===== config.mk =====
export PLATFORM = sky130hd
export DESIGN_NAME = apb_arbiter
export DESIGN_NICKNAME = d
export VERILOG_FILES = /design/src/logic/mem_fabric_pkg.sv /design/src/logic/apb_arbiter.sv
export SDC_FILE = /design/constraint.sdc
export NUM_CORES = 1
export LEC_CHECK = 0
export ABC_AREA = 1
export CORE_AREA = 2 2 97 99
export DETAILED_ROUTE_END_ITERATION = 7
export DIE_AREA = 0 0 99 101
export DONT_BUFFER_PORTS = 1
export GPL_TIMING_DRIVEN = 0
export PLACE_DENSITY = 0.33
export SYNTH_ARGS = -nofsm -noshare
export SYNTH_HDL_FRONTEND = slang
export SYNTH_SLANG_ARGS = --single-unit

===== constraint.sdc =====
create_clock -name clk -period 1.6 [get_ports clk]
set_input_delay 0 -clock clk [delete_from_list [all_inputs] [get_ports clk]]
set_output_delay 0 -clock clk [all_outputs]
set_load 0.01 [all_outputs]

===== src/logic/mem_fabric_pkg.sv =====
// ========================================================================
// Address map, bus widths and shared types of the hart memory fabric
// ========================================================================
`default_nettype none

package mem_fabric_pkg;

  // ========================================================================
  // Widths
  // ========================================================================
  localparam int XLEN       = 32;
  localparam int APB_ADDR_W = 13;
  localparam int RAM_DEPTH  = 4096;
  localparam int RAM_ADDR_W = 12;

  // ========================================================================
  // Address map
  // ========================================================================
  // Program RAM, 16 KB
  localparam logic [XLEN-1:0] RAM_BASE         = 32'h0001_0000;
  localparam logic [XLEN-1:0] RAM_END          = 32'h0001_3FFF;
  // Debug module window, only decoded in debug mode
  localparam logic [XLEN-1:0] DEBUG_AREA_START = 32'h0000_0200;
  localparam logic [XLEN-1:0] DEBUG_AREA_END   = 32'h0000_0FFF;
  // Test completion register
  localparam logic [XLEN-1:0] TOHOST_ADDR      = 32'h8000_1000;

  typedef enum logic [1:0] {
    REGION_RAM,
    REGION_DEBUG,
    REGION_TOHOST,
    REGION_NONE
  } region_t;

  // Master to slave half of APB
  typedef struct packed {
    logic [APB_ADDR_W-1:0] paddr;
    logic                  psel;
    logic                  penable;
    logic                  pwrite;
    logic [XLEN-1:0]       pwdata;
  } apb_req_t;

  // Slave to master half of APB
  typedef struct packed {
    logic            pready;
    logic [XLEN-1:0] prdata;
    logic            pslverr;
  } apb_rsp_t;

  // Debug-area fetch, read only
  typedef struct packed {
    logic [XLEN-1:0] addr;
  } dm_fetch_t;

  // Debug-area data access
  typedef struct packed {
    logic [XLEN-1:0] addr;
    logic            write;
    logic [XLEN-1:0] wdata;
  } dm_access_t;

endpackage

`default_nettype wire

===== src/logic/apb_arbiter.sv =====
// ========================================================================
// Two-master APB arbiter onto the debug module port, master 0 first
// ========================================================================
`timescale 1ns/100ps
`default_nettype none

module apb_arbiter (
  input  wire logic                      clk,
  input  wire logic                      reset_n,
  input  wire mem_fabric_pkg::apb_req_t  i_m0,
  input  wire mem_fabric_pkg::apb_req_t  i_m1,
  output mem_fabric_pkg::apb_rsp_t       o_m0,
  output mem_fabric_pkg::apb_rsp_t       o_m1,
  output mem_fabric_pkg::apb_req_t       o_slave,
  input  wire mem_fabric_pkg::apb_rsp_t  i_slave
);

  import mem_fabric_pkg::*;

  typedef enum logic [1:0] {
    GNT_NONE,
    GNT_M0,
    GNT_M1
  } gnt_t;

  gnt_t gnt_q;
  gnt_t gnt;
  logic slave_done;

  // Held grant, else pick a new one in the SETUP cycle
  always_comb
  begin
    gnt = gnt_q;
    if (gnt_q == GNT_NONE)
    begin
      if (i_m0.psel)
        gnt = GNT_M0;
      else if (i_m1.psel)
        gnt = GNT_M1;
    end
  end

  always_comb
  begin
    case (gnt)
      GNT_M0:  o_slave = i_m0;
      GNT_M1:  o_slave = i_m1;
      default: o_slave = '0;
    endcase
  end

  assign slave_done = o_slave.penable && (i_slave.pready || i_slave.pslverr);

  always_ff @(posedge clk or negedge reset_n)
  begin
    if (!reset_n)
      gnt_q <= GNT_NONE;
    else if (slave_done)
      gnt_q <= GNT_NONE;
    else
      gnt_q <= gnt;
  end

  // ========================================================================
  // Response routing
  // ========================================================================
  // Read data is shared, the handshake bits go to the owner only
  always_comb
  begin
    o_m0         = i_slave;
    o_m1         = i_slave;
    o_m0.pready  = i_slave.pready && (gnt == GNT_M0);
    o_m0.pslverr = i_slave.pslverr && (gnt == GNT_M0);
    o_m1.pready  = i_slave.pready && (gnt == GNT_M1);
    o_m1.pslverr = i_slave.pslverr && (gnt == GNT_M1);
  end

  a_grant_stable: assert property (@(posedge clk) disable iff (!reset_n)
    (o_slave.penable && !slave_done) |=> (gnt == $past(gnt)));

endmodule

`default_nettype wire


==> Yosys cells after proc, flatten, opt, wreduce, memory -nomap -nowiden <==
Cells that the tools add are included.
{ "totals": {"ff_bits": 2, "input_bits": 132, "out_inout_bits": 116} }
{ "op_classes": {"n_eq_ne": 2, "n_reduce_logical": 7, "mux": 5} }
{ "op_table": {"columns": ["operator", "count"], "rows": [
  ["$pmux 48 s2", 1],
  ["$mux 2", 4],
  ["$logic_and 1x1->1", 5],
  ["$eq 2x1->1 const B", 1],
  ["$eq 2x2->1 const B", 1],
  ["$logic_not 2->1", 1],
  ["$logic_or 1x1->1", 1]
]} }

==> Longest topological paths before layout <==
Gate-level depths: netlist of the first run.
{ "depth": {"ltp_word": 7, "ltp_mapped": 12, "depth_no_buf": 10} }

==> Worst setup path before layout of the first run <==
OpenSTA, ideal clock, no wires.
{ "synth_path": {"kind": "flip-flop to output port", "from": "reg gnt_q[0]", "to": "out o_slave[34] in the netlist's numbering", "required_ps": 1600, "path_slack_ps": 270, "arrival_time_ps": 1330, "stages_incl_launch_ff": 8, "cell_sequence": "dfrtp_1 > inv_1 > nand3_1 > nand2_1 > ha_1 > buf_2 > buf_4 > a21oi_1"} }
{ "synth_rtl": {"columns": ["element", "line", "text"], "rows": [
  ["start: declaration", "apb_arbiter.sv:26", "gnt_t gnt_q;"],
  ["start signal: assignment", "apb_arbiter.sv:61", "gnt_q <= gnt;"],
  ["end: declaration", "apb_arbiter.sv:14", "output mem_fabric_pkg::apb_req_t o_slave,"]
]} }

==> impl_metrics.yaml, run 1 <==
grt:
  grt_pass1_wl_microns: 6360
  grt_pass1_vias: 1317
  overflow: 0
  grt_start_max_net_pins: 11
  grt_use_total_pct: 7.84
  antenna_found_initial: 0
clocking:
  path_clk_slew_ns: 0.03
  clockRootBuffer: "clkbuf_8"
  htree_levels: 1
  cts_buffer_depth: 2
  post_cts_buffers: 0
  tritoncts: "built"
  clk_latency_ns: 0.21
  clock-sinks: 2
  cts_buffers: 3
finish:
  syn_to_final_growth_pct: 36.1
  drive_gt1_share_pct: 53.7
  stdcell_area_sq_um: 1930
  final_cell_mix: "nand2_1, buf_4, a21oi_2, inv_1, buf_6"
  layout_commonest_cell: "nand2_1"
  regMostFlops: "gnt_q"
  reg_top3: "gnt_q (2)"
  largest_reg_flops: 2
  nNetsFinal: 395
  antenna_cells: 0
worst_setup_path:
  cp_max_fo: 10
  worstPathRequired_ns: 1.60
  startpoint_type: "flip-flop"
  critPathArrivalTime_ns: 1.53
  path_class: "reg -> out"
  endpoint_kind: "output pin"
logic_synthesis:
  ys_seq_elements: 2
  syn-cell-area_sq_um: 1420
  syn_nets: 389
  synthXorXnorAreaFrac_pct: 0
  synthAdderAreaFrac_pct: 1.76
  synth-compound-area-share_pct: 17.3
  synth_mux_area_share_pct: 0
  yosysUniqueCellTypes: 15
  synth-warning-count: 0
  synthSimpleGateAreaFrac_pct: 29.7
  synth_top_family_by_area: "buffers and inverters"
  syn_inst: 255
  synth.avg_cell_area_sq_um: 5.57
  yosysSeqAreaShare_pct: 3.52
floorplan:
  std_cell_rows: 35
  die_h_microns: 101
  initial_core_util_pct: 15.8
  die_w_microns: 99
  core_sq_um: 8980
  num_io_pins: 248
  dieArea_sq_um: 10000
run_status:
  status: "complete, no violations"
drt:
  finalWirelength_microns: 5030
  post_drt_wl_per_cell_microns: 13.6
  drt_iter0_markers: 6
  vias: 1559
  vias_per_cell: 4.21
  route.detailed.drc: 0
  antenna_left: 0
  dr.pass1.iters: 2
placement:
  dpl_cell_area_sq_um: 1560
  dp.final_hpwl_microns: 4140
  pre_cts_slack_ns: -0.0328
  port_buffers: 0
  gp_congestion: 0.707
sta:
  maxSlewViolCount: 0
  setup_viol: 0
  fin_ws_ns: 0.0670
  fin_crit_ns: 1.53
  setup_tns_ns: 0
  finalCritPeriodShare_pct: 95.8
  hold_viol_final: 0
  slew_headroom_pct: 80.1
  fin_skew_ns: 0.000645
  max_freq_ghz: 0.652
  grt_setup_unrepaired: "yes"
  tightest_slew_ns: 0.298
pwr:
  p_per_area_nw_per_um2: 1690
  leakagePower_nw: 0.767
  peakVddDrop_v: 0.000426
flow_run:
  maxCapViolCount: 0
hold_path:
  hold_path.class: "in -> async"
per-stage QoR:
step,utilization [%],std cells,power [mW],hold WS [ns]
floorplan,-,255,1.83,-0.296
global placement,17.4,366,2.33,-0.296
detailed placement,17.4,366,2.34,-0.296
CTS,19.9,370,2.98,0.0220
global route,21.5,370,3.55,0.0391
finish,21.5,370,3.26,0.0250
critical path, stage by stage (launching register included):
cell     delay (ns)
dfrtp_1        0.37
inv_1          0.05
nand3_1        0.07
nand2_2        0.11
ha_4           0.23
buf_6          0.16
buf_12         0.17
a21oi_4        0.16
layer usage:
layer,vias to the layer above,global-route usage (%),wire length [microns]
li1,732,-,-
met1,705,8.41,1620
met2,122,16.4,3000
met3,0,0.832,406
met4,0,1.26,0
met5,-,0,0
cell type report:
type | count | area (sq um)
fill | 1003 | 7040
multi-input combinational | 158 | 966
buffer | 81 | 674
tap | 111 | 139
inverter | 14 | 52.6
sequential | 2 | 50.0
clock buffer | 3 | 41.3
timing repair buffer | 1 | 10.0
Yosys cell counts (all sizes together):
| library cell | instances | area, sq um |
|---|---|---|
| ha | 2 | 25.0 |
| nand2 | 105 | 407 |
| a21oi | 49 | 245 |
| nand3 | 2 | 15.0 |
| inv | 14 | 52.6 |
| clkbuf | 2 | 7.51 |
| buf | 79 | 618 |
| dfrtp | 2 | 50.1 |
kinds of logic after synthesis:
logic type / after synthesis
AND/OR/NAND/NOR: 107
adder cells (fa/ha/maj): 2
AO/OA/AOI/OAI: 49
flip-flops: 2
buffers and inverters: 95
repair_timing:
action	4_1_cts	5_1_grt
pin swaps	1	23
hold buffers	1	0
endpoints found under the hold margin	2	0
endpoints found under the setup margin	43	47
resized for setup	40	38
where the power goes:
part | leakage, nW | switching, mW | internal, mW
registers | 0.0214 | 0.00859 | 0.0742
logic | 0.724 | 1.94 | 1.04
clock network | 0.0216 | 0.0376 | 0.159
worst paths after layout:
kind | from | slack (ns) | depth (start not counted) | endpoint
hold reg to reg | gnt_q[0] | 0.61 | 4 | gnt_q[0]
max in group asynchronous | reset_n | 1.45 | 1 | gnt_q[1]
min in group clk | i_m0[34] | 0.06 | 4 | gnt_q[0]
setup / recovery | gnt_q[0] | 0.07 | 7 | o_slave[35]
hold / removal | reset_n | 0.02 | 1 | gnt_q[0]
setup reg to reg | gnt_q[1] | 0.13 | 11 | gnt_q[1]
(Power assumes the default switching activity.)
==> run 2, diff against run 1 <==
--- a/config.mk
+++ b/config.mk
@@ -6,9 +6,9 @@
 export NUM_CORES = 1
 export LEC_CHECK = 0
 export ABC_AREA = 1
-export CORE_AREA = 2 2 97 99
+export CORE_AREA = 2 2 96 98
 export DETAILED_ROUTE_END_ITERATION = 7
-export DIE_AREA = 0 0 99 101
+export DIE_AREA = 0 0 98 100
 export DONT_BUFFER_PORTS = 1
 export GPL_TIMING_DRIVEN = 0
 export PLACE_DENSITY = 0.33
==> run 2 against run 1 <==
Sequential share of layout area decreased by 0.59 points. Fmax down 2.6%. Routed wire length increased by 17%. Via count grew 4.2%. Critical path type unchanged. Clock skew rose by 0.0017 ns. Utilization increased by 6.7 points. Sequential cell count stayed put. Largest power group unchanged. Die area down 2.0%.
==> impl_metrics.yaml, run 2 (synthesized netlist as in run 1, its figures left out) <==
run_status:
  status: "complete, no violations"
clocking:
  clockRootBuffer: "clkbuf_8"
  cts_buffers: 3
  cts_buffer_depth: 2
  path_clk_slew_ns: 0.03
  clock-sinks: 2
  htree_levels: 1
  clk_latency_ns: 0.21
  tritoncts: "built"
pwr:
  leakagePower_nw: 0.933
  total_power_mw: 4.79
  p_per_area_nw_per_um2: 1910
  peakVddDrop_v: 0.000727
finish:
  largest_reg_flops: 2
  fillerInstances: 958
  stdcell_area_sq_um: 2510
  antenna_cells: 0
  layout_commonest_cell: "buf_4"
  syn_to_final_growth_pct: 76.5
  postLayoutCoreUtil_pct: 28.2
  regMostFlops: "gnt_q"
  drive_gt1_share_pct: 70.0
  nNetsFinal: 406
  final_cell_mix: "buf_4, nand2_1, nand2_2, a21oi_4, a21oi_2"
  reg_top3: "gnt_q (2)"
floorplan:
  die_h_microns: 100
  die_w_microns: 98
  dieArea_sq_um: 9800
  core_sq_um: 8890
  num_io_pins: 248
  std_cell_rows: 35
  initial_core_util_pct: 16.0
worst_setup_path:
  cpMaxStageDelayCell: "dfrtp_1"
  endpoint_kind: "output pin"
  path_delay_family: "flip-flops"
  worstPathRequired_ns: 1.60
  path_class: "reg -> out"
  cp_num_buf_inv: 2
  startpoint_type: "flip-flop"
  max_stage_delay_ns: 0.39
  path_cells: "inv_1, nand3_2, nand2_4, ha_4, clkbuf_4, a21oi_2"
  cp_max_fo: 10
  critPathArrivalTime_ns: 1.57
sta:
  maxSlewViolCount: 0
  setup_tns_ns: 0
  max_freq_ghz: 0.636
  hold_slack_ns: 0.0315
  setup_viol: 0
  finalCritPeriodShare_pct: 98.3
  fin_skew_ns: 0.00239
  tightest_slew_ns: 0.286
  hold_viol_final: 0
  grt_setup_unrepaired: "yes"
  slew_headroom_pct: 80.9
  fin_crit_ns: 1.57
grt:
  busiest_layer: "met2"
  antenna_found_initial: 0
  grt_use_total_pct: 8.47
  met3_usage_pct: 1.18
  grtUsageMet1_pct: 8.60
  overflow: 0
  grt_pass1_wl_microns: 6580
  grt_pass1_vias: 1339
  grtUsageMet2_pct: 18.1
  grt_start_max_net_pins: 11
drt:
  antenna_left: 0
  drt_iter0_markers: 26
  dr.pass1.iters: 4
  finalWirelength_microns: 5860
  vias: 1625
  post_drt_wl_per_cell_microns: 15.4
  route.detailed.drc: 0
  vias_per_cell: 4.27
flow_run:
  maxCapViolCount: 0
placement:
  gp_congestion: 0.741
  port_buffers: 0
  dp.final_hpwl_microns: 4210
  dpl_cell_area_sq_um: 1560
hold_path:
  hold_path.class: "in -> async"
run 2: cell types whose count changed in the layout (fill, tap and decap cells not counted), moves of 5 or more:
cell / before / now
a21oi_4: 10 / 32
clkbuf_16: 0 / 8
buf_6: 11 / 0
buf_4: 64 / 69
buf_8: 1 / 9
nand2_2: 3 / 33
a21oi_2: 39 / 17
nand2_1: 101 / 67
run 2: through the flow:
stage                     setup WS, ns  cells
after floorplan                  0.270    255
after global placement         -0.0887    366
after detailed placement       -0.0629    366
after CTS                      0.00337    370
after global routing           -0.0460    381
final                           0.0268    381
run 2: area by class of cell:
class	count	area [sq um]	area share [%]
multi-input combinational	158	1260	50.4
buffer	80	718	28.7
timing repair buffer	13	240	9.59
tap	111	139	5.54
inverter	14	55.1	2.20
sequential	2	50.0	2.00
clock buffer	3	41.3	1.65
run 2: path summary, 6_finish.rpt:
kind | to | cells after the start | from | slack, ns
min in group clk | gnt_q[0] | 4 | i_m0[34] | 0.05
worst min-delay path | gnt_q[0] | 1 | reset_n | 0.03
worst max-delay path | o_slave[8] | 6 | gnt_q[0] | 0.03
worst min register to register | gnt_q[1] | 4 | gnt_q[1] | 0.60
worst max register to register | gnt_q[1] | 10 | gnt_q[0] | 0.07
max in group asynchronous | gnt_q[1] | 1 | reset_n | 1.44
run 2: power by group:
| part | internal [mW] | total (mW) | switching [mW] |
|---|---|---|---|
| Combinational | 1.98 | 4.51 | 2.53 |
| Sequential | 0.0745 | 0.0899 | 0.0153 |
| Clock | 0.159 | 0.194 | 0.0356 |
run 2: routing by layer:
| layer | vias to the layer above | wire [microns] |
|---|---|---|
| li1 | 758 | - |
| met1 | 728 | 2010 |
| met2 | 137 | 3330 |
| met3 | 2 | 491 |
| met4 | 0 | 30 |
| met5 | - | 0 |
run 2: what timing repair did:
action                                  CTS  global route
gates cloned                              0             8
resized for setup                        50           112
buffers inserted                          0             4
pin swaps                                 1            47
endpoints found under the setup margin   48            50
endpoints found under the hold margin     2             0
hold buffers                              1             0
