File: src/logic/mem_fabric_pkg.sv
// ========================================================================
// Address map, bus widths and shared types of the hart memory fabric
// ========================================================================
`default_nettype none

package mem_fabric_pkg;

  // ========================================================================
  // Widths
  // ========================================================================
  localparam int XLEN       = 32;
  localparam int APB_ADDR_W = 13;
  localparam int RAM_DEPTH  = 4096;
  localparam int RAM_ADDR_W = 12;

  // ========================================================================
  // Address map
  // ========================================================================
  // Program RAM, 16 KB
  localparam logic [XLEN-1:0] RAM_BASE         = 32'h0001_0000;
  localparam logic [XLEN-1:0] RAM_END          = 32'h0001_3FFF;
  // Debug module window, only decoded in debug mode
  localparam logic [XLEN-1:0] DEBUG_AREA_START = 32'h0000_0200;
  localparam logic [XLEN-1:0] DEBUG_AREA_END   = 32'h0000_0FFF;
  // Test completion register
  localparam logic [XLEN-1:0] TOHOST_ADDR      = 32'h8000_1000;

  typedef enum logic [1:0] {
    REGION_RAM,
    REGION_DEBUG,
    REGION_TOHOST,
    REGION_NONE
  } region_t;

  // Master to slave half of APB
  typedef struct packed {
    logic [APB_ADDR_W-1:0] paddr;
    logic                  psel;
    logic                  penable;
    logic                  pwrite;
    logic [XLEN-1:0]       pwdata;
  } apb_req_t;

  // Slave to master half of APB
  typedef struct packed {
    logic            pready;
    logic [XLEN-1:0] prdata;
    logic            pslverr;
  } apb_rsp_t;

  // Debug-area fetch, read only
  typedef struct packed {
    logic [XLEN-1:0] addr;
  } dm_fetch_t;

  // Debug-area data access
  typedef struct packed {
    logic [XLEN-1:0] addr;
    logic            write;
    logic [XLEN-1:0] wdata;
  } dm_access_t;

endpackage

`default_nettype wire
File: src/logic/addr_decoder.sv
// ========================================================================
// Region decode of the fetch and data addresses, plus RAM word addresses
// ========================================================================
`timescale 1ns/100ps
`default_nettype none

module addr_decoder (
  input  wire logic                                i_debug_mode,
  input  wire logic [mem_fabric_pkg::XLEN-1:0]     i_imem_addr,
  input  wire logic [mem_fabric_pkg::XLEN-1:0]     i_dmem_addr,
  output mem_fabric_pkg::region_t                  o_imem_region,
  output mem_fabric_pkg::region_t                  o_dmem_region,
  output logic [mem_fabric_pkg::RAM_ADDR_W-1:0]    o_imem_word,
  output logic [mem_fabric_pkg::RAM_ADDR_W-1:0]    o_dmem_word
);

  import mem_fabric_pkg::*;

  // Top 18 bits all ones folds onto program RAM
  function automatic logic is_alias(input logic [XLEN-1:0] addr);
    return (addr[XLEN-1:14] == '1);
  endfunction

  // Debug window wins over RAM, and only in debug mode
  function automatic region_t classify(input logic [XLEN-1:0] addr, input logic dbg);
    if (dbg && (addr >= DEBUG_AREA_START) && (addr <= DEBUG_AREA_END))
      return REGION_DEBUG;
    if (((addr >= RAM_BASE) && (addr <= RAM_END)) || is_alias(addr))
      return REGION_RAM;
    if (addr == TOHOST_ADDR)
      return REGION_TOHOST;
    return REGION_NONE;
  endfunction

  // Byte offset into RAM, then drop the byte lane bits
  function automatic logic [RAM_ADDR_W-1:0] word_of(input logic [XLEN-1:0] addr);
    logic [XLEN-1:0] offs;
    offs = is_alias(addr) ? {18'h0, addr[13:0]} : (addr - RAM_BASE);
    return offs[RAM_ADDR_W+1:2];
  endfunction

  always_comb
  begin
    o_imem_region = classify(i_imem_addr, i_debug_mode);
    o_dmem_region = classify(i_dmem_addr, i_debug_mode);
    o_imem_word   = word_of(i_imem_addr);
    o_dmem_word   = word_of(i_dmem_addr);
  end

endmodule

`default_nettype wire

File: config.mk
export PLATFORM = sky130hd
export DESIGN_NAME = addr_decoder
export DESIGN_NICKNAME = d
export VERILOG_FILES = /design/src/logic/mem_fabric_pkg.sv /design/src/logic/addr_decoder.sv
export SDC_FILE = /design/constraint.sdc
export NUM_CORES = 1
export LEC_CHECK = 0
export ABC_AREA = 1
export BUFFER_PORTS_ARGS = -buffer_cell sky130_fd_sc_hd__buf_2
export CAP_MARGIN = 20
export CORE_MARGIN = 5
export CORE_UTILIZATION = 33
export DETAILED_ROUTE_END_ITERATION = 10
export GPL_ROUTABILITY_DRIVEN = 0
export MAX_ROUTING_LAYER = met4
export PLACE_DENSITY = 0.86
export SLEW_MARGIN = 20
export SYNTH_ARGS = -nofsm -noshare
export SYNTH_HDL_FRONTEND = slang
export SYNTH_SLANG_ARGS = --single-unit
File: constraint.sdc
create_clock -name vclk -period 0.8
set_input_delay 0.08 -clock vclk [all_inputs]
set_output_delay 0.08 -clock vclk [all_outputs]
set_load 0.05 [all_outputs]
Word level (Yosys, flattened, before mapping) --
Index checks and enable logic that the tools add are counted.
Storage, ports and cells: flip-flop bits (word level) 0, input port bits 65, word-level logic and storage cells 48
Operators by class: add/sub/neg operators 2, magnitude comparators 8, equal/unequal tests 4, mux-type cells 26, reduce and logical (&&, ||, !) cells 8
Operators with widths (count):
- == test 32 bit, second input constant | 2
- >= comparator 32 x 10 -> 1 bit, second input constant | 2
- >= comparator 32 x 17 -> 1 bit, second input constant | 2
- <= comparator 32 x 12 -> 1 bit, second input constant | 2
- <= comparator 32 x 17 -> 1 bit, second input constant | 2
- == test 18 bit, second input constant | 2
- two-way mux 14 bit | 2
- subtractor 14 x 1 -> 14 bit, second input constant | 2
- two-way mux 2 bit | 12
- two-way mux 1 bit | 12
- logical AND 1 bit | 6
- logical OR 1 bit | 2

Logic depth before layout (Yosys ltp) --
Gate-level depths: netlist of run 1.
depth in word-level cells 10, gate-level depth with buffers 7, gate-level depth less buffers 7

Least setup slack after synthesis of run 1 --
OpenSTA, ideal clock, no wires.
kind input to output, start in i_dmem_addr[11] in the netlist's numbering, end out o_dmem_region[1], arrival 1164 ps, required time 720 ps, setup slack -444 ps, cell stages on the path 6, buffers on the path 0, cells stage by stage nor2_1 -> inv_1 -> nor2_1 -> nand3b_1 -> nor2_1 -> a21oi_1
On the way: cells in the longest elaborated chain, start to end 8, elaborated cells between the ends (all ways) 20
Ends and longest elaborated chain:
- from (decl) | line addr_decoder.sv:10 | input wire logic [mem_fabric_pkg::XLEN-1:0] i_dmem_addr,
- >= comparator 32 x 17 -> 1 bit or <= comparator 32 x 17 -> 1 bit (tied branches) | line addr_decoder.sv:28 | if (((addr >= RAM_BASE) && (addr <= RAM_END)) || is_alias(addr))
- logical AND 1 bit | line addr_decoder.sv:28
- logical OR 1 bit | line addr_decoder.sv:28
- two-way mux 2 bit | line addr_decoder.sv:28
- two-way mux 2 bit | line addr_decoder.sv:30 | if (addr == TOHOST_ADDR)
- two-way mux 2 bit | line addr_decoder.sv:32 | return REGION_NONE;
- two-way mux 2 bit | line addr_decoder.sv:30
- two-way mux 2 bit * | line addr_decoder.sv:28
- to (decl) | line addr_decoder.sv:12 | output mem_fabric_pkg::region_t o_dmem_region,
Every way passes the cells marked *; elsewhere a longest branch is shown, timed or not. The select of a mux whose other input is x is not followed.

Worst setup path after layout of run 1 --
start in i_dmem_addr[19] in the netlist's numbering, end out o_dmem_region[0]
The elaborated chain is that of the path after synthesis.

==> flow_results.org, run 1 <==
** Outcome
- The checks that failed: setup timing.
- The flow ran to the end, but the final reports show violations.

** Synth
- Post-synthesis mux area share :: 0%
- Adder-cell share of the synthesized area :: 0%
- Number of instances in the synthesized netlist :: 138
- For this run, the number of Yosys warnings is 0.
- Of the total synthesized cell area, the portion taken by XOR and XNOR cells is 0%.
- Synthesized cell area :: 674 sq um
- Counting every net in the synthesized netlist gives 203.
- Dividing the synthesized area by the synthesized cell count gives 4.89 sq um.
- Of the synthesized area, sequential elements account for 0%.
- The synthesized netlist devotes 66.2% of its cell area to simple gates.
- Main combinational cell family by area after synthesis :: simple AND/OR/NAND/NOR gates
- Library cells used by synthesis :: 12
- Compound-gate portion of the synthesized area :: 1.48%

** Floorplanning
- The die is 55.2 microns wide.
- Row generation in the floorplan step produced 16 rows.
- 93 I/O pins were placed.
- Die area :: 3050 sq um
- Once the floorplan was initialized, standard cells occupied 34.4% of the core.
- Height of the die :: 55.2 microns
- Area of the core region :: 1960 sq um

** Place
- Detailed Place HPWL :: 2120 microns
- Placed Cells :: 241
- Port buffering added 93 buffers.
- Summing all placed instances gives a cell area of 1100 sq um.
- Setup slack after placement :: -0.326 ns

** Global route
- Initial antenna violation count :: 0
- Tot GR Track Use :: 15.3%
- Global routing finished with a remaining overflow of 0.
- Number of global-route vias before repair :: 1045
- The first global-routing pass estimated 3960 microns of wire.
- Entering global routing, the biggest net connects 5 pins.

** Cells and area
- Inserted Diodes :: 0
- Share of post-route cells with drive strength above 1 :: 70.6%
- Once layout is complete, the cells apart from fillers number 241.
- In the finished design the tool counted flip-flops and latches totalling 0.
- In the layout the commonest cells are buf_2 (71), nand2_1 (22), nor2_1 (22).
- Summing all non-filler instances in the final layout gives an area of 1420 sq um.
- Counting the fill cells in the layout gives 177.
- Compared with the post-synthesis result, the final layout area differs by 110%.
- The sequential cells in the finished layout cover a total of 0 sq um.
- At the end of the flow the core is filled with cells to 72.3%.
- Nets@finish :: 281
- Commonest non-fill, non-tap cell in the layout :: buf_2
- Count of clock-net buffers in the final layout :: 0

** Timing
- Max Clock Freq :: 960 MHz
- Counting I/O delays and the setup requirement, the final critical path takes 1.04 ns.
- At the pin with the least slew margin, the transition time is 0.257 ns.
- Setup repair after global routing could not meet its margin everywhere.
- Number of setup violations in the final report :: 4
- Summed over all failing endpoints, the final setup total negative slack is -0.888 ns.
- The number of hold violations in the final report was 0.
- Measured against its own limit, the worst slew margin works out to 83.0%.
- Pins over their slew limit :: 0
- Final critical-path share of the clock period :: 130%
- After layout, the worst setup slack is -0.241 ns.
- Hold timing on the final database bottoms out at a slack of 0.449 ns.

** Min path
- Hold/Removal Path Class :: input port to output port
- For hold timing, the worst endpoint is o_dmem_word[6].
- The worst hold path passes through 2 cells.
- Worst min-delay path startpoint :: i_dmem_addr[8]

** Route
- Length of routed met3 wiring :: 324 microns
- The first detailed-routing pass took 4 iterations.
- After detailed routing, the wire length on met1 is 866 microns.
- The count of nets left with antenna violations once routing finished came out at 0.
- WL per Instance :: 12.1 microns
- The final layout contains routed wiring with a total length of 2920 microns.
- Routed wire length on met2 :: 1640 microns
- For this block, the initial DRC count from the detailed router was 14.
- In the routed design, unresolved DRC markers number 0.
- After detailed routing, no signal wire sits above met4.
- The detailed router placed 1108 vias in this run.
- In the routed layout, each cell is associated on average with a via count of 4.60.

** Setup path
- In this run the worst path has a maximum fanout of 3.
- The worst setup path is launched from an input port.
- Critical Path Sink Type :: output port
- Required time of the worst setup path :: 0.72 ns
- The critical path is of the input port to output port type.
- STA puts the critical path data arrival time at 0.96 ns.

** Pwr
- Leak :: 0.662 nW
- Power comes to 0.746 mW.
- Dividing total power by cell area gives a power density of 526 nW/um^2.
- VDD sags by at most 0.437 mV.

** Flow run
- The tool flagged a number of max-cap violations equal to 0.
worst max-delay path by stage:
stage,from,endpoint,slack [ns],cells after the start
2_1_floorplan,i_dmem_addr[24],o_dmem_region[0],-0.02,7
3_3_place_gp,i_imem_addr[19],o_imem_region[0],-0.30,8
3_5_place_dp,i_dmem_addr[8],o_dmem_region[0],-0.33,7
4_1_cts,i_dmem_addr[22],o_dmem_region[1],-0.23,8
5_1_grt,i_dmem_addr[19],o_dmem_region[1],-0.30,8
6_report,i_dmem_addr[19],o_dmem_region[0],-0.24,8
logic make-up (layout without fill, tap and decap cells):
| kind of cell | after synthesis | after routing |
|---|---|---|
| compound gates | 2 | 2 |
| buf+inv | 34 | 110 |
| simple gates | 102 | 102 |
metal layers:
layer,global-route usage (%),vias to the layer above
li1,-,562
met4,3.82,0
met2,29.7,61
met5,-,-
met3,4.90,8
met1,14.3,477
cell usage after synthesis:
cell / number / area (sq um)
nor2_1: 40 / 150
nand2_1: 33 / 124
buf_4: 24 / 180
inv_1: 10 / 37.5
nor2_2: 8 / 50.1
nand3_1: 6 / 30.0
nand4_1: 5 / 31.3
nor3_1: 5 / 25.0
nand3b_1: 3 / 22.5
a21oi_1: 2 / 10.0
nor3b_1: 1 / 7.51
or2_0: 1 / 6.26
critical path, stage by stage:
cell and delay [ns]:
buf_2 0.11, nor2_2 0.12, nand2_2 0.08, nor2_4 0.15
nand3_2 0.10, nor2_4 0.13, a21oi_4 0.04, buf_8 0.14
area by class of cell:
class	count	area, sq um	area share (%)
inverters	10	37.5	2.65
well taps	27	33.8	2.38
multi-input cells	104	687	48.5
repair buffers	100	659	46.5
report_power, final:
part	internal [mW]	leakage (nW)	switching, mW
Combinational	0.291	0.662	0.455
Clock	0	0	0
Sequential	0	0	0
Total	0.291	0.662	0.455
timing repair:
action | 4_1_cts | 5_1_grt
endpoints found under the setup margin | 4 | 4
pin swaps | 31 | 25
gates resized for setup | 35 | 46
hold buffers | 0 | 0
setup buffers | 0 | 0
cloned | 0 | 0
(Power assumes the default switching activity.)
==> inputs of run 2 (changes only) <==
--- a/config.mk
+++ b/config.mk
@@ -5,15 +5,15 @@
 export SDC_FILE = /design/constraint.sdc
 export NUM_CORES = 1
 export LEC_CHECK = 0
-export ABC_AREA = 1
 export BUFFER_PORTS_ARGS = -buffer_cell sky130_fd_sc_hd__buf_2
 export CAP_MARGIN = 20
 export CORE_MARGIN = 5
-export CORE_UTILIZATION = 33
+export CORE_UTILIZATION = 27
 export DETAILED_ROUTE_END_ITERATION = 10
 export GPL_ROUTABILITY_DRIVEN = 0
 export MAX_ROUTING_LAYER = met4
-export PLACE_DENSITY = 0.86
+export PLACE_DENSITY = 0.85
+export SETUP_SLACK_MARGIN = 0.02
 export SLEW_MARGIN = 20
 export SYNTH_ARGS = -nofsm -noshare
 export SYNTH_HDL_FRONTEND = slang
==> flow_results.org, run 2 <==
** Outcome
- Result of the run :: finished with violations
- Failing checks :: setup timing

** Synth
- The mean post-synth cell area came to 6.81 sq um (+39%).
- After synthesis, the largest family of logic cells by area is simple AND/OR/NAND/NOR gates.
- Fraction of the yosys area taken by sequential cells :: 0% (unchanged)
- The share of the synthesized netlist area taken by xor and xnor gates is 0% (unchanged).
- Warning count from the yosys run :: 0 (unchanged)
- Share of Yosys cell area claimed by the top area cell type :: 37.8% (+11 points)
- Post-Synth Simple-Gate Area :: 47.2% (-19 points)
- Post-synthesis mux area share :: 0% (unchanged)
- Adder-cell share of the synthesized area :: 0% (unchanged)
- The summed instance area of the synthesized netlist is 477 sq um (-29%).
- Cell taking the most area after synthesis :: buf_4
- The number of cells produced by synthesis came to 70 (-49%).
- The distinct cell type count after synthesis came to 18 (+6).
- The commonest cells after synthesis are buf_4 (24), nor4_1 (11), nand4_1 (8).
- Compound-gate portion of the synthesized area :: 13.4% (+12 points)
- Net count of the mapped netlist :: 135 (-33%)
- The most common cell in the synthesized netlist is buf_4.
- Largest cells by area after synthesis :: buf_4 (38%), nor4_1 (14%), nand4_1 (10%)

** Global route
- Pin count of the biggest net entering global routing :: 4 (-1)
- Tot GR Track Use :: 16.3% (+1.0 points)
- The number of global-route vias before repair is 892 (-15%).
- The initial antenna violation count came to 0 (unchanged).
- The total global routing overflow came to 0 (unchanged).
- Global-route wire length before repair :: 3410 microns (-14%)

** Place
- Total of buffers placed on input and output ports :: 93 (unchanged)
- Setup slack after placement :: -0.661 ns (-0.335 ns)
- The count of placed standard cells including taps is 170 (-29%).
- The HPWL reported at the end of detailed placement came to 2120 microns (+0.26%).

** Floorplanning
- Starting Density :: 27.9% (-6.5 points)
- Number of ports placed on the die boundary :: 93 (unchanged)
- The area of the placeable core came to 1710 sq um (-13%).
- Die Wd :: 52.0 microns (-5.8%)
- Die area :: 2710 sq um (-11%)
- FP Rows :: 15 (-1)
- Height of the die :: 52.0 microns (-5.8%)

** Timing
- Minimum clock period :: 1.38 ns (+0.335 ns)
- Post-layout worst setup margin :: -0.576 ns (-0.335 ns)
- Pins over their slew limit :: 0 (unchanged)
- Unrepaired setup endpoints after global routing :: true
- Number of setup violations in the final report :: 4 (unchanged)
- Pin slew with the least headroom to its limit :: 0.256 ns (-0.000246 ns)
- The maximum clock frequency is 727 MHz (-24%).
- Final hold viol count :: 0 (unchanged)
- Rel. slew slack :: 83.0% (about the same)
- Final critical-path share of the clock period :: 172% (+42 points)
- The aggregate negative setup slack came to -2.01 ns (-1.12 ns).

** Cells and area
- The final-stage net count came to 213 (-24%).
- The fraction of layout instances using a drive strength above 1 is 82.2% (+12 points).
- Non-filler cells, final :: 171 (-29%)
- Utilization after layout :: 65.5% (-6.8 points)
- The library cell used most frequently in the layout, excluding fill and tap cells, is buf_2.
- The number of antenna cells inserted is 0 (unchanged).
- Commonest cells after routing, fill and taps aside :: buf_2 (78), buf_6 (12), nand4_1 (8), buf_4 (8), nor4_4 (7)
- Area added between synthesis and finish :: 135%
- Sequential Area :: 0 sq um (unchanged)
- The number of sequential storage elements is 0 (unchanged).
- The number of clock buffer instances in the layout came to 0 (unchanged).

** Route
- Drt drc :: 0 (unchanged)
- Number of design-rule violations left by the first detailed-router iteration :: 4 (-10)
- The routed length per instance is 14.2 microns (+18%).
- The total vias in the final route was 854 (-23%).
- The number of nets with antenna violations after detailed routing came to 0 (unchanged).
- The first-pass iteration count of the detailed router is 4 (unchanged).
- Mean number of vias per cell :: 4.99 (+8.6%)
- The detailed-route wire length was 2440 microns (-17%).

** Pwr
- Power density normalized to cell area :: 592 nW/um^2 (+12%)
- Switching power of the nets :: 0.413 mW (-9.1%)
- Largest voltage drop on the vdd net :: 0.549 mV (+26%)
- The combinational group share of total power came to 100.0% (about the same).
- The switching power share of the total is 62.4% (+1.5 points).
- The clock network fraction of total power came to 0% (unchanged).
- The cell internal power dissipation came to 0.249 mW (-15%).
- The sequential share of power came to 0% (unchanged).
- The power after layout came to 0.662 mW (-11%).
- Leak :: 0.552 nW (-17%)

** Setup path
- The worst setup path is captured at an output port.
- The arrival time reported for the critical path endpoint came to 1.30 ns (+0.34 ns).
- The worst setup path is of the input port to output port kind.
- Worst-path maximum fanout :: 2 (-1)
- STA classifies the critical path startpoint as an input port.
- Required time of the worst setup path :: 0.72 ns (about the same)

** Flow run
- The number of violations of the max-capacitance limit was 0 (unchanged).

** Clock tree
- Number of buffers inserted by hold repair at cts :: 0 (unchanged)

** Min path
- In this run the worst hold path is classified as input port to output port.
==> run 2: cell types whose count changed after synthesis, moves of 8 or more <==
cell	before	now
nor4_1	0	11
nor2_2	8	0
nor2_1	40	3
inv_1	10	2
nand2_1	33	0
==> run 2: layout make-up <==
cell class	count	area (sq um)
Timing Repair Buffer	100	616
Fill cell	140	589
Multi-Input combinational cell	44	464
Tap cell	25	31.3
Inverter	2	7.51
==> run 2: metrics by stage <==
step | area, sq um | hold slack, ns
after floorplan | 573 | 0.327
after global placement | 935 | 0.458
after detailed placement | 935 | 0.462
after CTS | 1080 | 0.450
after global routing | 1120 | 0.455
final | 1120 | 0.449
==> run 2: power by group through the flow <==
stage	Clock [mW]	Combinational [mW]	Sequential (mW)
final	0	0.662	0
after detailed placement	0	0.593	0
after CTS	0	0.642	0
after global placement	0	0.582	0
after global routing	0	0.695	0
after floorplan	0	0.373	0
==> run 2: metal layers <==
metal | share of wire [%] | global-route usage [%] | vias up
li1 | - | - | 413
met1 | 29 | 12.6 | 383
met2 | 60 | 38.5 | 56
met3 | 11 | 2.01 | 2
met4 | 0.74 | 1.31 | 0
met5 | 0 | - | -
==> run 2: kinds of logic after synthesis <==
kind of cell	Yosys count
and+or+nand+nor	36
buffers and inverters	26
AOI/OAI and AO/OA	8
==> run 2: what timing repair did <==
item,CTS,global route
setup buffers,1,0
setup endpoints to repair,4,4
pin swaps,11,9
resized for setup,26,7
==> run 2: worst paths after layout <==
check | cells past startpoint | endpoint | startpoint | slack (ns)
max | 6 | o_dmem_region[0] | i_dmem_addr[2] | -0.58
min | 2 | o_imem_word[9] | i_imem_addr[11] | 0.45
==> run 2: critical path: stages <==
cell and delay (ns):
buf_2 0.10, or4_1 0.53, nor3_2 0.11, a32oi_1 0.11, o21a_2 0.21, buf_6 0.15
==> inputs of run 3 (changes only) <==
--- a/config.mk
+++ b/config.mk
@@ -18,3 +18,4 @@
 export SYNTH_ARGS = -nofsm -noshare
 export SYNTH_HDL_FRONTEND = slang
 export SYNTH_SLANG_ARGS = --single-unit
+export TNS_END_PERCENT = 5
==> flow_results.org, run 3 (synthesized netlist as in run 2, its figures left out) <==
** Timing
- Number of setup violations in the final report :: 4 (unchanged)
- The worst hold margin came to 0.462 ns (+0.0126 ns).
- The number of hold violations in the final report was 0 (unchanged).
- The slew at the pin closest to its max-slew limit was 0.292 ns (+0.0358 ns).
- Rel. slew slack :: 80.3% (-2.7 points)
- Pins over their slew limit :: 0 (unchanged)
- The final cycle utilization of the critical path came to 173% (+0.86 points).
- Max Clock Freq :: 723 MHz (-0.50%)
- Setup repair after global routing could not meet its margin everywhere.
- The final period demand of the worst path is 1.38 ns (+0.00685 ns).
- The worst path setup slack after routing is -0.583 ns (-0.00685 ns).
- Final-layout setup total negative slack :: -2.20 ns (-0.190 ns)

** Route
- Drt drc :: 0 (unchanged)
- Number of design-rule violations left by the first detailed-router iteration :: 3 (-1)
- Via Count :: 855 (+0.12%)
- The number of nets with antenna violations after detailed routing was 0 (unchanged).
- The post-detailed-route via-to-cell ratio came to 5.06 (+1.3%).
- The first-pass iteration count of the detailed router is 4 (unchanged).
- Drt total wl :: 2230 microns (-8.6%)
- The routed length per instance is 13.2 microns (-7.5%).

** Setup path
- Critical path buffer and inverter count :: 2 (unchanged)
- Slowest cell delay on critical path :: 0.40 ns (-0.13 ns)
- Critical Path Sink Type :: output port
- The data required time of the critical path is 0.72 ns (about the same).
- The signal on the critical path passes through buf_2 -> or3_1 -> nor4_2 -> a32oi_1 -> o21a_2 -> buf_6.
- The arrival time reported for the critical path endpoint was 1.30 ns (about the same).
- Instance count on the critical path :: 6 (unchanged)
- The highest fanout seen on the critical path is 2 (unchanged).
- The most critical setup path has its endpoint at o_dmem_region[0].
- CP top delay family :: simple AND/OR/NAND/NOR gates
- Among all stages on the critical path, the largest delay is contributed by or3_1.
- By startpoint and endpoint, the worst setup path is classified as input port to output port.
- The critical path starts at i_dmem_addr[11].
- The worst setup path is launched from an input port.

** Global route
- Global-route wire length before repair :: 3130 microns (-8.1%)
- The number of global-route vias before repair came to 852 (-4.5%).
- The total global routing overflow was 0 (unchanged).
- The maximum number of pins on one net before global-route repair came to 5 (+1).
- Tot GR Track Use :: 15.0% (-1.3 points)
- The initial antenna violation count is 0 (unchanged).

** Pwr
- Leak :: 0.459 nW (-17%)
- The power after layout is 0.560 mW (-15%).
- Largest voltage drop on the vdd net :: 0.287 mV (-48%)
- The total power density per cell area is 632 nW/um^2 (+6.8%).

** Cells and area
- Sequential Area :: 0 sq um (unchanged)
- Share of post-route cells with drive strength above 1 :: 75.0% (-7.2 points)
- The number of clock buffer instances in the layout is 0 (unchanged).
- Non-filler cells, final :: 169 (-1.2%)
- Number of flip-flops and latches :: 0 (unchanged)
- The final-stage net count is 211 (-0.94%).
- The number of antenna cells inserted was 0 (unchanged).
- Leaving out fill and tap cells, the most frequent cell in the layout is buf_2.
- The final standard cell utilization of the core was 51.9% (-14 points).
- The post-layout instance area is 886 sq um (-21%).
- In the layout the commonest cells are buf_2 (89), nor4_1 (9), nand4_1 (8).
- From synthesis to final layout, the design area changed by 85.8%.
- The area taken by multi-input logic gates is 319 sq um (-31%).
- Fill count :: 181 (+29%)

** Clock tree
- The number of buffers inserted to repair setup after CTS was 0 (-1).
- Number of buffers inserted by hold repair at cts :: 0 (unchanged)

** Floorplanning
- FP Rows :: 15 (unchanged)
- Height of the die :: 52.0 microns (unchanged)
- Die area :: 2710 sq um (unchanged)
- Starting Density :: 27.9% (unchanged)
- The top-level port count was 93 (unchanged).
- Die Wd :: 52.0 microns (unchanged)
- The area of the placeable core was 1710 sq um (unchanged).

** Outcome
- Failing checks :: setup timing
- Result of the run :: finished with violations

** Flow run
- The number of violations of the max-capacitance limit was 0 (unchanged).

** Place
- The count of placed standard cells including taps came to 169 (-0.59%).
- Detailed Place HPWL :: 2050 microns (-3.3%)
- The total cell area at the placement stage was 836 sq um (-11%).
- Setup slack after placement :: -0.682 ns (-0.0208 ns)
- The total of buffers placed on input and output ports is 93 (unchanged).

** Min path
- Worst min-delay path startpoint :: i_dmem_addr[8]
- The min-delay analysis places its worst path in the category input port to output port.
-- run 3: power breakdown --
part / switching (mW) / total [mW] / internal, mW
Combinational: 0.366 / 0.560 / 0.194
Clock: 0 / 0 / 0
Sequential: 0 / 0 / 0
-- run 3: worst min-delay path by stage --
stage | to | slack, ns | cells past startpoint
final | o_dmem_word[6] | 0.46 | 2
after global routing | o_dmem_word[6] | 0.47 | 2
after CTS | o_dmem_word[0] | 0.46 | 2
after detailed placement | o_dmem_word[5] | 0.46 | 2
after global placement | o_dmem_word[7] | 0.46 | 2
after floorplan | o_dmem_word[0] | 0.33 | 1
-- run 3: cell type report --
cell class         count  area share (%)
inverters              2           0.847
multi-input cells     44            36.0
well taps             25            3.53
repair buffers        98            59.6
-- run 3: timing repair --
action | CTS | global route
gates resized for setup | 11 | 2
endpoints found under the setup margin | 4 | 4
pin swaps | 1 | 0
-- run 3: per-layer routing --
metal	track usage [%]	wire (microns)	vias up
li1	-	-	406
met1	10.7	630	377
met2	32.2	1250	62
met3	3.72	263	10
met4	7.42	85	0
met5	-	0	-
